$ cat config.mk
export PLATFORM = sky130hd
export DESIGN_NAME = link_train_top
export DESIGN_NICKNAME = d
export VERILOG_FILES = /design/src/verilog/link_train_pkg.sv /design/src/verilog/link_train_seq.sv /design/src/verilog/pattern_gen.sv /design/src/verilog/lane_verify.sv /design/src/verilog/param_negotiate.sv /design/src/verilog/link_train_top.sv
export SDC_FILE = /design/constraint.sdc
export NUM_CORES = 2
export LEC_CHECK = 0
export BUFFER_PORTS_ARGS = -buffer_cell sky130_fd_sc_hd__buf_2
export CORE_UTILIZATION = 40
export DETAILED_ROUTE_END_ITERATION = 10
export PLACE_DENSITY = 0.65
export RECOVER_POWER = 50
export SLEW_MARGIN = 20
export SYNTH_ARGS = -nofsm -noshare
export SYNTH_HDL_FRONTEND = slang
export SYNTH_HIERARCHICAL = 1
export SYNTH_SLANG_ARGS = --single-unit
$ cat constraint.sdc
create_clock -name clk_main -period 7.1 [get_ports clk_main]
set_input_delay 1.065 -clock clk_main [delete_from_list [all_inputs] [get_ports clk_main]]
set_output_delay 1.065 -clock clk_main [all_outputs]
set_load 0.05 [all_outputs]
$ cat src/verilog/link_train_pkg.sv
//==========================================================================
// Link training package with state, rate, signaling and failure encodings,
// capability word layout and training constants
//==========================================================================
`default_nettype none

package link_train_pkg;

    typedef enum logic [4:0] {
        RESET, INIT,
        A_START, A_PATTERN, A_LOCK, A_EQ, A_VERIFY,
        B_START, B_PATTERN, B_LOCK, B_EQ, B_VERIFY,
        PARAM_EXCHANGE, FINAL_VERIFY, COMPLETE, FAILED, ERROR_RECOVERY
    } lt_state_t;

    typedef enum logic [1:0] {RATE_32G, RATE_64G, RATE_128G, RATE_OTHER} data_rate_t;
    typedef enum logic [1:0] {SIG_NRZ, SIG_PAM4} signaling_t;
    typedef enum logic [1:0] {PAT_PRBS7, PAT_PRBS15, PAT_PAM4_LEVELS} pattern_t;
    typedef enum logic [1:0] {FAIL_NONE, FAIL_PARAM_MISMATCH, FAIL_RETRIES} fail_reason_t;

    // Capability word exchanged with the link partner
    typedef struct packed {
        logic [3:0] supported_rates; // One bit per data_rate_t value
        signaling_t pref_signaling;
        logic [4:0] max_lanes;
        logic [7:0] eq_caps;
        logic [7:0] train_options;
        logic [4:0] reserved;
    } link_params_t;

    localparam logic [7:0] PHASE_A_ERR_LIMIT   = 8'd10;
    localparam logic [7:0] PHASE_B_ERR_LIMIT   = 8'd5;
    localparam logic [7:0] PHASE_A_SCORE_BASE  = 8'd200;
    localparam logic [7:0] PHASE_B_SCORE_BONUS = 8'd50;
    localparam logic [7:0] QUALITY_PASS        = 8'd200; // Link quality must exceed
    localparam logic [4:0] MIN_REMOTE_LANES    = 5'd8;

    localparam logic [3:0] LOCAL_RATES   = 4'b1111;
    localparam logic [7:0] LOCAL_EQ_CAPS = 8'hFF;
    localparam logic [7:0] LOCAL_OPTIONS = 8'h0F;

    // Phase A length in timer units, longer at higher rates
    function automatic logic [3:0] phase_a_units(input data_rate_t rate);
        case (rate)
            RATE_128G: return 4'd8;
            RATE_64G:  return 4'd6;
            RATE_32G:  return 4'd4;
            default:   return 4'd5;
        endcase
    endfunction

    function automatic logic [3:0] phase_b_units(input signaling_t sig);
        return (sig == SIG_PAM4) ? 4'd15 : 4'd10;
    endfunction

endpackage

`default_nettype wire

$ cat src/verilog/link_train_seq.sv
//==========================================================================
// Link training sequencer with phase FSM, phase timer, retry counter,
// equalization strobes and failure reason
//==========================================================================
`timescale 1ns/10ps
`default_nettype none

module link_train_seq
    import link_train_pkg::*;
#(
    parameter int PHASE_UNIT   = 1000,
    parameter int WAIT_TIMEOUT = 10000,
    parameter int MAX_RETRIES  = 3
) (
    input  logic         clk_main,
    input  logic         rst_n,
    input  logic         training_enable,
    input  logic         training_restart,
    input  data_rate_t   target_data_rate,
    input  signaling_t   signaling_mode,
    input  logic         pattern_lock_all,
    input  logic         eq_adaptation_done,
    input  logic         all_a_done,
    input  logic         all_b_done,
    input  logic [7:0]   link_quality,
    input  logic         negotiated,
    input  logic         mismatch,
    output lt_state_t    state,
    output logic         pattern_enable,
    output logic         phase_b_sel,
    output logic         eq_training_enable,
    output logic [1:0]   eq_training_mode,
    output logic         phase_a_active,
    output logic         phase_b_active,
    output logic [3:0]   phase_a_duration,
    output logic [3:0]   phase_b_duration,
    output logic         param_valid,
    output logic         training_complete,
    output logic         training_failed,
    output fail_reason_t failure_reason
);

    localparam int TMR_MAX = (PHASE_UNIT * 15 > WAIT_TIMEOUT) ? PHASE_UNIT * 15 : WAIT_TIMEOUT;
    localparam int TMR_W   = $clog2(TMR_MAX + 1);
    localparam int RTY_W   = $clog2(MAX_RETRIES + 2);

    lt_state_t        next_state;
    logic [TMR_W-1:0] timer;       // Cycles spent in current state
    logic [RTY_W-1:0] retry_cnt;
    logic [3:0]       cur_units;
    logic             pat_expired;
    logic             wait_expired;

    assign cur_units    = phase_b_sel ? phase_b_duration : phase_a_duration;
    assign pat_expired  = (timer == TMR_W'(PHASE_UNIT * cur_units - 1));
    assign wait_expired = (timer == TMR_W'(WAIT_TIMEOUT - 1));

    always_comb begin
        next_state = state;
        case (state)
            RESET: begin
                if (training_enable) next_state = INIT;
            end
            INIT:      next_state = A_START;
            A_START:   next_state = A_PATTERN;
            A_PATTERN: begin
                if (pat_expired) next_state = A_LOCK;
            end
            A_LOCK: begin
                if (pattern_lock_all) next_state = A_EQ;
                else if (wait_expired) next_state = ERROR_RECOVERY;
            end
            A_EQ: begin
                if (eq_adaptation_done) next_state = A_VERIFY;
                else if (wait_expired) next_state = ERROR_RECOVERY;
            end
            A_VERIFY: begin
                if (all_a_done) next_state = B_START;
                else if (wait_expired) next_state = ERROR_RECOVERY;
            end
            B_START:   next_state = B_PATTERN;
            B_PATTERN: begin
                if (pat_expired) next_state = B_LOCK;
            end
            B_LOCK: begin
                if (pattern_lock_all) next_state = B_EQ;
                else if (wait_expired) next_state = ERROR_RECOVERY;
            end
            B_EQ: begin
                if (eq_adaptation_done) next_state = B_VERIFY;
                else if (wait_expired) next_state = ERROR_RECOVERY;
            end
            B_VERIFY: begin
                if (all_b_done) next_state = PARAM_EXCHANGE;
                else if (wait_expired) next_state = ERROR_RECOVERY;
            end
            PARAM_EXCHANGE: begin
                if (mismatch) next_state = FAILED;
                else if (negotiated) next_state = FINAL_VERIFY;
                else if (wait_expired) next_state = ERROR_RECOVERY;
            end
            FINAL_VERIFY: begin
                if (link_quality > QUALITY_PASS) next_state = COMPLETE;
                else if (wait_expired) next_state = ERROR_RECOVERY;
            end
            COMPLETE, FAILED: begin
                if (training_restart) next_state = RESET;
            end
            ERROR_RECOVERY: begin
                next_state = (retry_cnt < RTY_W'(MAX_RETRIES)) ? INIT : FAILED;
            end
            default: next_state = RESET;
        endcase
    end

    always_ff @(posedge clk_main or negedge rst_n) begin
        if (!rst_n) begin
            state            <= RESET;
            timer            <= '0;
            retry_cnt        <= '0;
            phase_a_duration <= '0;
            phase_b_duration <= '0;
            failure_reason   <= FAIL_NONE;
        end else begin
            state <= next_state;
            timer <= (next_state != state) ? '0 : timer + 1'b1; // Restart on every move
            case (state)
                RESET: begin
                    retry_cnt      <= '0; // Only place retries clear
                    failure_reason <= FAIL_NONE;
                end
                A_START: phase_a_duration <= phase_a_units(target_data_rate);
                B_START: phase_b_duration <= phase_b_units(signaling_mode);
                PARAM_EXCHANGE: begin
                    if (mismatch) failure_reason <= FAIL_PARAM_MISMATCH;
                end
                ERROR_RECOVERY: begin
                    if (retry_cnt < RTY_W'(MAX_RETRIES)) retry_cnt <= retry_cnt + 1'b1;
                    else failure_reason <= FAIL_RETRIES;
                end
                default: ;
            endcase
        end
    end

    assign phase_a_active     = (state >= A_START) && (state <= A_VERIFY);
    assign phase_b_active     = (state >= B_START) && (state <= B_VERIFY);
    assign phase_b_sel        = phase_b_active;
    assign pattern_enable     = (state inside {A_PATTERN, A_LOCK, A_EQ,
                                               B_PATTERN, B_LOCK, B_EQ});
    assign eq_training_mode   = {state == B_EQ, state == A_EQ}; // Bit 0 Phase A, bit 1 Phase B
    assign eq_training_enable = |eq_training_mode;
    assign param_valid        = (state == PARAM_EXCHANGE);
    assign training_complete  = (state == COMPLETE);
    assign training_failed    = (state == FAILED);

    a_state_legal: assert property (@(posedge clk_main) disable iff (!rst_n)
        !$isunknown(state) && (state <= ERROR_RECOVERY));

    a_done_fail_excl: assert property (@(posedge clk_main) disable iff (!rst_n)
        !(training_complete && training_failed));

endmodule

`default_nettype wire

$ cat src/verilog/pattern_gen.sv
//==========================================================================
// Per-lane training symbol generator for PRBS7, PRBS15 and PAM4 levels
//==========================================================================
`timescale 1ns/10ps
`default_nettype none

module pattern_gen
    import link_train_pkg::*;
#(
    parameter int NUM_LANES = 16
) (
    input  logic                   clk_main,
    input  logic                   rst_n,
    input  logic                   pattern_enable,
    input  logic                   phase_b_sel,
    input  signaling_t             signaling_mode,
    output logic [2*NUM_LANES-1:0] training_pattern
);

    logic [6:0]  prbs7  [NUM_LANES];
    logic [14:0] prbs15 [NUM_LANES];
    logic [1:0]  level;   // PAM4 staircase, shared by all lanes
    pattern_t    pat_sel;

    always_comb begin
        if (!phase_b_sel) pat_sel = PAT_PRBS7;
        else if (signaling_mode == SIG_PAM4) pat_sel = PAT_PAM4_LEVELS;
        else pat_sel = PAT_PRBS15;
    end

    always_ff @(posedge clk_main or negedge rst_n) begin
        if (!rst_n) begin
            level            <= '0;
            training_pattern <= '0;
            for (int i = 0; i < NUM_LANES; i++) begin
                prbs7[i]  <= 7'd1;
                prbs15[i] <= 15'd1;
            end
        end else if (!pattern_enable) begin
            level            <= '0;  // Reseed while idle
            training_pattern <= '0;
            for (int i = 0; i < NUM_LANES; i++) begin
                prbs7[i]  <= 7'd1;
                prbs15[i] <= 15'd1;
            end
        end else begin
            level <= level + 1'b1;
            for (int i = 0; i < NUM_LANES; i++) begin
                case (pat_sel)
                    PAT_PRBS7:  training_pattern[2*i +: 2] <= prbs7[i][1:0];
                    PAT_PRBS15: training_pattern[2*i +: 2] <= prbs15[i][1:0];
                    default:    training_pattern[2*i +: 2] <= level;
                endcase
                prbs7[i]  <= {prbs7[i][5:0], prbs7[i][6] ^ prbs7[i][5]};        // x^7+x^6+1
                prbs15[i] <= {prbs15[i][13:0], prbs15[i][14] ^ prbs15[i][13]};  // x^15+x^14+1
            end
        end
    end

endmodule

`default_nettype wire

$ cat src/verilog/lane_verify.sv
//==========================================================================
// Per-lane phase completion flags, quality scores and link quality average
//==========================================================================
`timescale 1ns/10ps
`default_nettype none

module lane_verify
    import link_train_pkg::*;
#(
    parameter int NUM_LANES = 16
) (
    input  logic                   clk_main,
    input  logic                   rst_n,
    input  lt_state_t              state,
    input  logic [NUM_LANES-1:0]   pattern_lock,
    input  logic [8*NUM_LANES-1:0] pattern_error_count,
    output logic                   all_a_done,
    output logic                   all_b_done,
    output logic [7:0]             link_quality
);

    localparam int LOG2_LANES = $clog2(NUM_LANES);
    localparam int SUM_W      = 8 + LOG2_LANES;

    logic [NUM_LANES-1:0] a_done;
    logic [NUM_LANES-1:0] b_done;
    logic [7:0]           score [NUM_LANES];
    logic [SUM_W-1:0]     score_sum;

    always_ff @(posedge clk_main or negedge rst_n) begin
        if (!rst_n) begin
            a_done <= '0;
            b_done <= '0;
            for (int i = 0; i < NUM_LANES; i++) score[i] <= '0;
        end else begin
            case (state)
                RESET, INIT: begin
                    a_done <= '0;
                    b_done <= '0;
                    for (int i = 0; i < NUM_LANES; i++) score[i] <= '0;
                end
                A_VERIFY: begin
                    for (int i = 0; i < NUM_LANES; i++) begin
                        if (!a_done[i] && pattern_lock[i] &&
                            pattern_error_count[8*i +: 8] < PHASE_A_ERR_LIMIT) begin
                            a_done[i] <= 1'b1;
                            score[i]  <= PHASE_A_SCORE_BASE - pattern_error_count[8*i +: 8];
                        end
                    end
                end
                B_VERIFY: begin
                    // Bonus added once per lane, Phase A must have passed
                    for (int i = 0; i < NUM_LANES; i++) begin
                        if (!b_done[i] && a_done[i] && pattern_lock[i] &&
                            pattern_error_count[8*i +: 8] < PHASE_B_ERR_LIMIT) begin
                            b_done[i] <= 1'b1;
                            score[i]  <= score[i] + PHASE_B_SCORE_BONUS
                                         - pattern_error_count[8*i +: 8];
                        end
                    end
                end
                default: ;
            endcase
        end
    end

    always_comb begin
        score_sum = '0;
        for (int i = 0; i < NUM_LANES; i++) score_sum = score_sum + SUM_W'(score[i]);
    end

    assign link_quality = 8'(score_sum >> LOG2_LANES); // Average over lanes
    assign all_a_done   = &a_done;
    assign all_b_done   = &b_done;

    a_b_after_a: assert property (@(posedge clk_main) disable iff (!rst_n)
        $rose(all_b_done) |-> all_a_done);

endmodule

`default_nettype wire

$ cat src/verilog/param_negotiate.sv
//==========================================================================
// Capability word exchange, builds the local word and checks the remote
//==========================================================================
`timescale 1ns/10ps
`default_nettype none

module param_negotiate
    import link_train_pkg::*;
#(
    parameter int NUM_LANES = 16
) (
    input  logic        clk_main,
    input  logic        rst_n,
    input  lt_state_t   state,
    input  signaling_t  signaling_mode,
    input  logic [31:0] remote_parameters,
    input  logic        param_ack,
    output logic [31:0] local_parameters,
    output logic        negotiated,
    output logic        mismatch
);

    link_params_t local_word;
    link_params_t remote_word;
    logic         compatible;

    assign remote_word      = link_params_t'(remote_parameters);
    assign local_parameters = local_word;

    assign compatible = (|(local_word.supported_rates & remote_word.supported_rates))
                        && (local_word.pref_signaling == remote_word.pref_signaling)
                        && (remote_word.max_lanes >= MIN_REMOTE_LANES);

    always_ff @(posedge clk_main or negedge rst_n) begin
        if (!rst_n) begin
            local_word <= '0;
            negotiated <= 1'b0;
            mismatch   <= 1'b0;
        end else if (state == INIT) begin
            local_word <= '{supported_rates: LOCAL_RATES,
                            pref_signaling:  signaling_mode,
                            max_lanes:       5'(NUM_LANES),
                            eq_caps:         LOCAL_EQ_CAPS,
                            train_options:   LOCAL_OPTIONS,
                            reserved:        '0};
            negotiated <= 1'b0;
            mismatch   <= 1'b0;
        end else if (state == PARAM_EXCHANGE && param_ack && !negotiated && !mismatch) begin
            negotiated <= compatible;  // First acked cycle decides
            mismatch   <= !compatible;
        end
    end

endmodule

`default_nettype wire

$ cat src/verilog/link_train_top.sv
//==========================================================================
// Link training top, sequencer with pattern, verify and negotiation blocks
//==========================================================================
`timescale 1ns/10ps
`default_nettype none

module link_train_top
    import link_train_pkg::*;
#(
    parameter int NUM_LANES    = 16,
    parameter int PHASE_UNIT   = 1000,
    parameter int WAIT_TIMEOUT = 10000,
    parameter int MAX_RETRIES  = 3
) (
    input  logic                   clk_main,
    input  logic                   rst_n,
    input  logic                   training_enable,
    input  logic                   training_restart,
    input  data_rate_t             target_data_rate,
    input  signaling_t             signaling_mode,
    input  logic [NUM_LANES-1:0]   pattern_lock,
    input  logic [8*NUM_LANES-1:0] pattern_error_count,
    output logic                   pattern_enable,
    output logic [2*NUM_LANES-1:0] training_pattern,
    output logic                   eq_training_enable,
    output logic [1:0]             eq_training_mode,
    input  logic                   eq_adaptation_done,
    output logic                   phase_a_active,
    output logic                   phase_b_active,
    output logic [3:0]             phase_a_duration,
    output logic [3:0]             phase_b_duration,
    output logic [31:0]            local_parameters,
    input  logic [31:0]            remote_parameters,
    output logic                   param_valid,
    input  logic                   param_ack,
    output logic [7:0]             training_quality,
    output logic                   training_complete,
    output logic                   training_failed,
    output fail_reason_t           failure_reason
);

    lt_state_t state;
    logic      phase_b_sel;
    logic      pattern_lock_all;
    logic      all_a_done;
    logic      all_b_done;
    logic      negotiated;
    logic      mismatch;

    assign pattern_lock_all = &pattern_lock;

    link_train_seq #(
        .PHASE_UNIT(PHASE_UNIT), .WAIT_TIMEOUT(WAIT_TIMEOUT), .MAX_RETRIES(MAX_RETRIES)
    ) i_seq (
        .clk_main, .rst_n, .training_enable, .training_restart, .target_data_rate,
        .signaling_mode, .pattern_lock_all, .eq_adaptation_done, .all_a_done, .all_b_done,
        .link_quality(training_quality), .negotiated, .mismatch, .state, .pattern_enable,
        .phase_b_sel, .eq_training_enable, .eq_training_mode, .phase_a_active,
        .phase_b_active, .phase_a_duration, .phase_b_duration, .param_valid,
        .training_complete, .training_failed, .failure_reason
    );

    pattern_gen #(.NUM_LANES(NUM_LANES)) i_pattern (
        .clk_main, .rst_n, .pattern_enable, .phase_b_sel, .signaling_mode, .training_pattern
    );

    lane_verify #(.NUM_LANES(NUM_LANES)) i_verify (
        .clk_main, .rst_n, .state, .pattern_lock, .pattern_error_count,
        .all_a_done, .all_b_done, .link_quality(training_quality)
    );

    param_negotiate #(.NUM_LANES(NUM_LANES)) i_negotiate (
        .clk_main, .rst_n, .state, .signaling_mode, .remote_parameters, .param_ack,
        .local_parameters, .negotiated, .mismatch
    );

endmodule

`default_nettype wire

* Yosys cells after proc, flatten, opt, wreduce, memory -nomap -nowiden
Cells that the tools add are included.
** Storage, ports and cells
- Input port bits :: 186
- Register bits after elaboration :: 585
- Word-level logic and storage cells :: 600
- Output and inout bits :: 91
** Cells by class
- Bitwise operators :: 33
- Order comparisons :: 39
- Reduce and logical (&&, ||, !) cells :: 189
- $mul :: 1
- Eq/ne operators :: 59
- $add $sub $neg :: 67
- Multiplexer cells :: 118
** Operators with widths (number)
- one-hot mux 128 bit (3 select lines) :: 1
- 2-to-1 mux 8 bit :: 32
- 2-to-1 mux 240 bit :: 1
- adder 12 x 8 -> 12 bit :: 14
- adder 8 x 6 -> 8 bit (second input constant) :: 16
- less-than comparator 8 x 3 -> 1 bit (second input constant) :: 16
- less-than comparator 8 x 4 -> 1 bit (second input constant) :: 16
- subtractor 8 bit :: 16
- subtractor 8 bit (first input constant) :: 16
- 2-to-1 mux 112 bit :: 1
- logical AND 1 bit :: 87
- one-hot mux 5 bit (16 select lines) :: 1
- 2-to-1 mux 5 bit :: 14
- inequality test 2 x 1 -> 1 bit (second input constant) :: 34
- AND reduction 2 bit :: 33
- one-hot mux 16 bit (2 select lines) :: 2
- one-hot mux 2 bit (2 select lines) :: 16
- AND reduction 3 bit :: 17
- AND reduction 16 bit :: 3
- equality test 5 x 4 -> 1 bit (second input constant) :: 8
- 2-to-1 mux 1 bit :: 36
- logical NOT 1 bit :: 35
- 2-to-1 mux 32 bit :: 1
- XOR 1 bit :: 32
- 39 further kinds :: 58

* Depth between registers and ports, before layout
- Word-level depth :: 20
- Depth in mapped cells :: 28
- Depth with buffers taken out :: 27

* By module
The synthesis kept the hierarchy.
** Modules (own cells, without submodules)
- lane_verify :: area each 18497.7 um^2, cells an instance 2116, times used 1, seq. area each 4003.8 um^2
- pattern_gen :: area each 12814.8 um^2, cells an instance 858, times used 1, seq. area each 9699.3 um^2
- link_train_seq :: area each 3160.5 um^2, cells an instance 370, times used 1, seq. area each 750.7 um^2
- param_negotiate :: area each 481.7 um^2, cells an instance 51, times used 1, seq. area each 125.1 um^2
- link_train_top :: area each 37.5 um^2, cells an instance 5, times used 1, seq. area each 0.0 um^2

* Worst setup path after synthesis
Ideal clock, no wire load.
- Kind :: register to register
- From :: reg i_verify/score[4] (netlist bit)
- To :: reg i_seq.timer[10]
- Path slack :: -0.205 ns
- Buffers on the path :: 1
- Period minus slack after synthesis :: 7.305 ns
- Arrival time :: 7.219 ns
- Setup time :: 0.086 ns
- Data required time :: 7.014 ns
- Stages on the path, launching flop included :: 27
- Cells stage by stage :: dfrtp_1 inv_1 fa_1 inv_1 fa_1 fa_1 fa_1 fa_1 inv_1 fa_1 inv_1 ha_1 a21oi_1 nor2b_1 o31a_1 a311o_1 o31ai_1 xnor2_1 o311a_1 nor3b_1 a41o_1 a2111oi_0 o21ai_0 nor3_1 a221oi_4 buf_6 nor3_1
** On the way
- Cells in the longest elaborated chain, start to end :: 6
** Ends and longest elaborated chain
- start: declaration :: RTL line lane_verify.sv:27 : logic [7:0] score [NUM_LANES];
- start signal: indexed assignment :: RTL line lane_verify.sv:47 : score[i] <= PHASE_A_SCORE_BASE - pattern_error_count[8*i +: 8];
- start signal: indexed assignment :: RTL line lane_verify.sv:57 : score[i] <= score[i] + PHASE_B_SCORE_BONUS
- adder 12 x 8 -> 12 bit :: RTL line lane_verify.sv:69 : for (int i = 0; i < NUM_LANES; i++) score_sum = score_sum + SUM_W'(score[i]);
- named net training_quality[7] :: RTL line link_train_top.sv:36 : output logic [7:0] training_quality,
- > comparator 8 bit :: RTL line link_train_seq.sv:103 : if (link_quality > QUALITY_PASS) next_state = COMPLETE;
- 2-to-1 mux 5 bit :: RTL line link_train_seq.sv:103
- one-hot mux 5 bit (16 select lines) :: RTL line link_train_seq.sv:60 : case (state)
- inequality test 5 bit :: RTL line link_train_seq.sv:126 : timer <= (next_state != state) ? '0 : timer + 1'b1;
- 2-to-1 mux 14 bit :: RTL line link_train_seq.sv:126
- end signal: assignment :: RTL line link_train_seq.sv:126
- end: declaration :: RTL line link_train_seq.sv:48 : logic [TMR_W-1:0] timer;
The timed path passes the listed nets, and every way through them passes these cells.
A chain may end at the register's enable or synchronous reset.

* Worst setup path after layout
- From :: reg i_verify/score[3] (netlist bit)
- To :: out training_quality[6]
** On the way
- Cells in the longest elaborated chain, start to end :: 1
** Ends and longest elaborated chain (RTL line)
- adder 12 x 8 -> 12 bit :: lane_verify.sv:69
- end: declaration :: link_train_top.sv:36
Every way passes these cells.

==> impl_summary.md <==
Worst setup path
STA puts the critical path data required time at ~6 ns. The critical path data arrival time is around 6.2 ns. The worst setup path is launched from a flop. STA classifies the critical path endpoint as an output port. The startpoint of the worst-slack reg-to-reg timing path is i_verify/score[3]. The largest fanout on the critical path is 3. In this run the register-to-register setup slack is -0.12 ns. The worst register-to-register path ends at i_seq/timer[11]. The critical path is of the flop to output port type.

The length in cells of the worst reg-to-reg path is 26.

CTS
The CTS sink count is just under 600. The clock transition time at the flip-flop clock pins of the worst setup and hold paths is 0.06 ns. The H-tree was split into 3 levels.

The clock tree from TritonCTS is done. Clock latency on the worst-skew pair, taken at its later pin, is roughly 0.64 ns. Buffers inserted during clock tree synthesis total 68. In this run, post-CTS hold repair placed 0 buffers.

The cell sitting at the root of the clock tree is a sky130_fd_sc_hd__clkbuf_16. The number of buffers on the longest clock path is 3.

STA
Setup slack on the critical path of the routed design comes to -0.1920 ns. The portion of the clock cycle consumed by the worst path in the final layout is 102.7%. At the pin with the least slew margin, the transition time is 4.823 ns.

Subtracting the final worst setup slack from the clock period gives 7.292 ns. Setup repair after global routing could not meet its margin everywhere. In this run the tightest slew margin relative to its limit is -221.6%. The number of hold violations in the final report is 0.

The final max-slew violation count is 239. The setup skew after layout is 0.05966 ns. The setup TNS after final layout is -1.747 ns. The upper clock frequency limit is around 0.14 GHz. The number of failing setup endpoints in the final timing report is 17.

Floorplanning
The die is 297.8 µm tall. From left edge to right edge, the die measures 297.8 µm. The die footprint is 0.08867 mm². The initialized floorplan defines about 110 standard-cell rows.

For this design the top-level I/O count stands at 277. The floorplan step defined a core boundary enclosing 0.08675 mm². The starting density of the core is 40.34%.

Yosys
In the synthesized netlist, the number of instances is 3400. The cell area that synthesis handed to floorplanning was 0.03499 mm². For this run, the number of Yosys warnings is 6. The fraction of the yosys area taken by sequential cells is 41.66%. The mean post-synth cell area is approximately 10 µm². The async set-reset flop share out of synthesis is 100.0%. The total of flip-flops plus latches after synthesis is 581. The number of enable-type register cells in the synthesized netlist is 0.

In this run, distinct cell masters in the synthesized netlist total 102. The most common flop cell mapped by yosys is sky130_fd_sc_hd__dfrtp_1.

Layout
The non-filler instance count after layout is 4909. The final layout contains 4273 nets. In the final layout, the share of cells above drive strength 1 is 16.92%. Compared with the post-synthesis result, the final layout area differs by 15.93%. In the layout the commonest cells are sky130_fd_sc_hd__dfrtp_1, sky130_fd_sc_hd__inv_1, sky130_fd_sc_hd__and2_1. Leaving out fill and tap cells, the most frequent cell in the layout is sky130_fd_sc_hd__dfrtp_1.

GRT
The number of antenna violations at the first check in global routing was 16. The first global-routing pass estimated 138.2 mm of wire. Entering global routing, the biggest net connects ~250 pins. Global routing used roughly 20% of the available tracks. After global routing the overflow that remains totals 0.

The number of global-route vias before repair is approximately 25000.

Hold path
The kind of path behind the tightest hold check is flop to flop. The end point of the worst hold path is i_pattern/prbs15[42]. Along the worst hold path, the cell count comes to 1. The startpoint identified for the worst hold timing path is i_pattern/prbs15[41].

Placement
The total instance count after detailed placement is 4773. The detailed placement HPWL is 62.94 mm. The global placement routability congestion is 0.9039. The count of input and output buffers is 239.

Detailed routing
For this block, the initial DRC count from the detailed router was 1619. Summed over all layers, the routed wires come to 87.32 mm. Across all layers, the routed design uses 25069 vias. After detailed routing, the number of remaining DRC violations is 0. The detail-routed via count per cell is 5.107.

The first detailed-routing pass ran for 5 iterations. The count of antenna-violating nets left after detailed routing is 0. The average routed wire per standard cell is 17.79 µm.

Job
Max-cap violations in this run came to 6.

Status
The run finished, with violations left. The final reports fail on capacitance limit, slew limit, setup timing.
[flip-flops by register name, summed over array words and instances, names as in the netlist]
register and cells:
i_seq/failure_reason 2, i_verify/a_done 16, i_seq/phase_b_duration 2, i_seq/state 5, i_seq/phase_a_duration 4, i_verify/b_done 16
i_pattern/level 2, i_seq/retry_cnt 3, i_verify/score 128, i_negotiate/mismatch 1, i_pattern/training_pattern 32, i_pattern/prbs15 240
i_negotiate/negotiated 1, i_negotiate/local_parameters 3, i_seq/timer 14, i_pattern/prbs7 112
[area by class of cell]
type / count / area, µm²
fill: 8183 / 46190
clock inverter: 21 / 394.1
clock buffer: 99 / 1978
multi-input combinational: 2214 / 18150
tap: 1155 / 1445
inverter: 461 / 1730
antenna: 8 / 20.02
sequential: 581 / 14580
timing repair buffer: 370 / 2272
[per-layer routing]
| layer | share of wire, % | vias to the layer above | global-route usage [%] | wire length [µm] |
|---|---|---|---|---|
| met1 | 45 | 12308 | 27.56 | 39390 |
| met3 | 6.6 | 141 | 3.777 | 5799 |
| li1 | - | 11973 | - | - |
| met4 | 2.6 | 8 | 5.958 | 2235 |
| met2 | 46 | 639 | 31.17 | 39840 |
| met5 | 0.056 | - | 0 | 49 |
[worst max-delay path by stage]
stage / from / to / slack [ns]
2_1_floorplan: i_verify/score[4] / i_seq/timer[10] / 0.01
3_3_place_gp: i_verify/score[5] / i_seq/timer[1] / -0.38
3_5_place_dp: i_verify/score[84] / i_seq/timer[8] / -0.44
4_1_cts: i_verify/score[51] / training_quality[7] / -0.16
5_1_grt: i_verify/score[3] / training_quality[6] / -0.35
6_report: i_verify/score[3] / training_quality[6] / -0.19
[Yosys cell counts (all sizes together), types with 20 or more instances]
master	count	share of area (%)
a21oi	179	2.7
a211oi	52	1.1
o21a	23	0.54
o21ai	110	1.6
fa	130	7.4
buf	108	2.1
nand3	42	0.60
inv	461	4.9
a221oi	41	1.1
nand2	135	1.5
xnor2	174	4.4
dfstp	32	2.4
nor2	156	1.8
o22ai	29	0.57
dfrtp	549	39
a22oi	24	0.51
o221a	32	1.0
nor2b	30	0.54
xor2	30	0.75
nor3	42	0.62
mux2i	25	0.72
nand2b	43	0.78
clkbuf	48	0.56
nor4	30	0.66
and2	335	6.0
nand4	31	0.55
a31oi	20	0.36
ha	261	9.3
a21o	23	0.49
[stage by stage]
stage	instance area, µm²	hold slack, ns	utilization (%)	setup slack [ns]
2_1_floorplan	35090	0.4277	-	0.01173
3_3_place_gp	37810	0.4346	43.59	-0.3800
3_5_place_dp	37810	0.4393	43.59	-0.4385
4_1_cts	40340	0.4232	46.50	-0.1574
5_1_grt	40550	0.4494	46.74	-0.3467
6_report	40570	0.4101	46.76	-0.1920
[cells by family (layout without fill, tap and decap cells)]
logic type / Yosys count / in the layout / share of synthesized area, %
AND/OR/NAND/NOR: 898 / 898 / 14.15
AO/OA/AOI/OAI: 663 / 663 / 13.34
buffers and inverters: 617 / 951 / 7.580
flip-flops: 581 / 581 / 41.66
adder cells (fa/ha/maj): 392 / 392 / 16.80
XOR/XNOR: 204 / 204 / 5.106
multiplexers: 44 / 44 / 1.348
other: 1 / 21 / 0.01072
[repair_timing]
| action | in CTS | in global routing |
|---|---|---|
| pin swaps | 28 | 20 |
| setup buffers | 5 | 4 |
| gates cloned | 0 | 1 |
| gates resized for setup | 33 | 52 |
| endpoints found under the setup margin | 19 | 19 |
[worst max-delay path: stages (launching register included)]
cell	delay, ns
sky130_fd_sc_hd__dfrtp_1	0.36
sky130_fd_sc_hd__inv_2	0.05
sky130_fd_sc_hd__fa_1	0.61
sky130_fd_sc_hd__inv_2	0.05
sky130_fd_sc_hd__fa_1	0.51
sky130_fd_sc_hd__fa_2	0.60
sky130_fd_sc_hd__fa_2	0.43
sky130_fd_sc_hd__fa_1	0.49
sky130_fd_sc_hd__inv_1	0.05
sky130_fd_sc_hd__fa_1	0.54
sky130_fd_sc_hd__inv_2	0.05
sky130_fd_sc_hd__ha_4	0.17
sky130_fd_sc_hd__a21oi_4	0.15
sky130_fd_sc_hd__nor2b_2	0.06
sky130_fd_sc_hd__o31a_1	0.30
sky130_fd_sc_hd__a311o_2	0.45
sky130_fd_sc_hd__buf_6	0.13
sky130_fd_sc_hd__a21oi_4	0.13
sky130_fd_sc_hd__xnor2_2	0.14
sky130_fd_sc_hd__buf_4	0.17
sky130_fd_sc_hd__buf_8	0.15
Power is not shown: default switching activity piles up to over one toggle a cycle in this logic, so the estimate is an artifact.
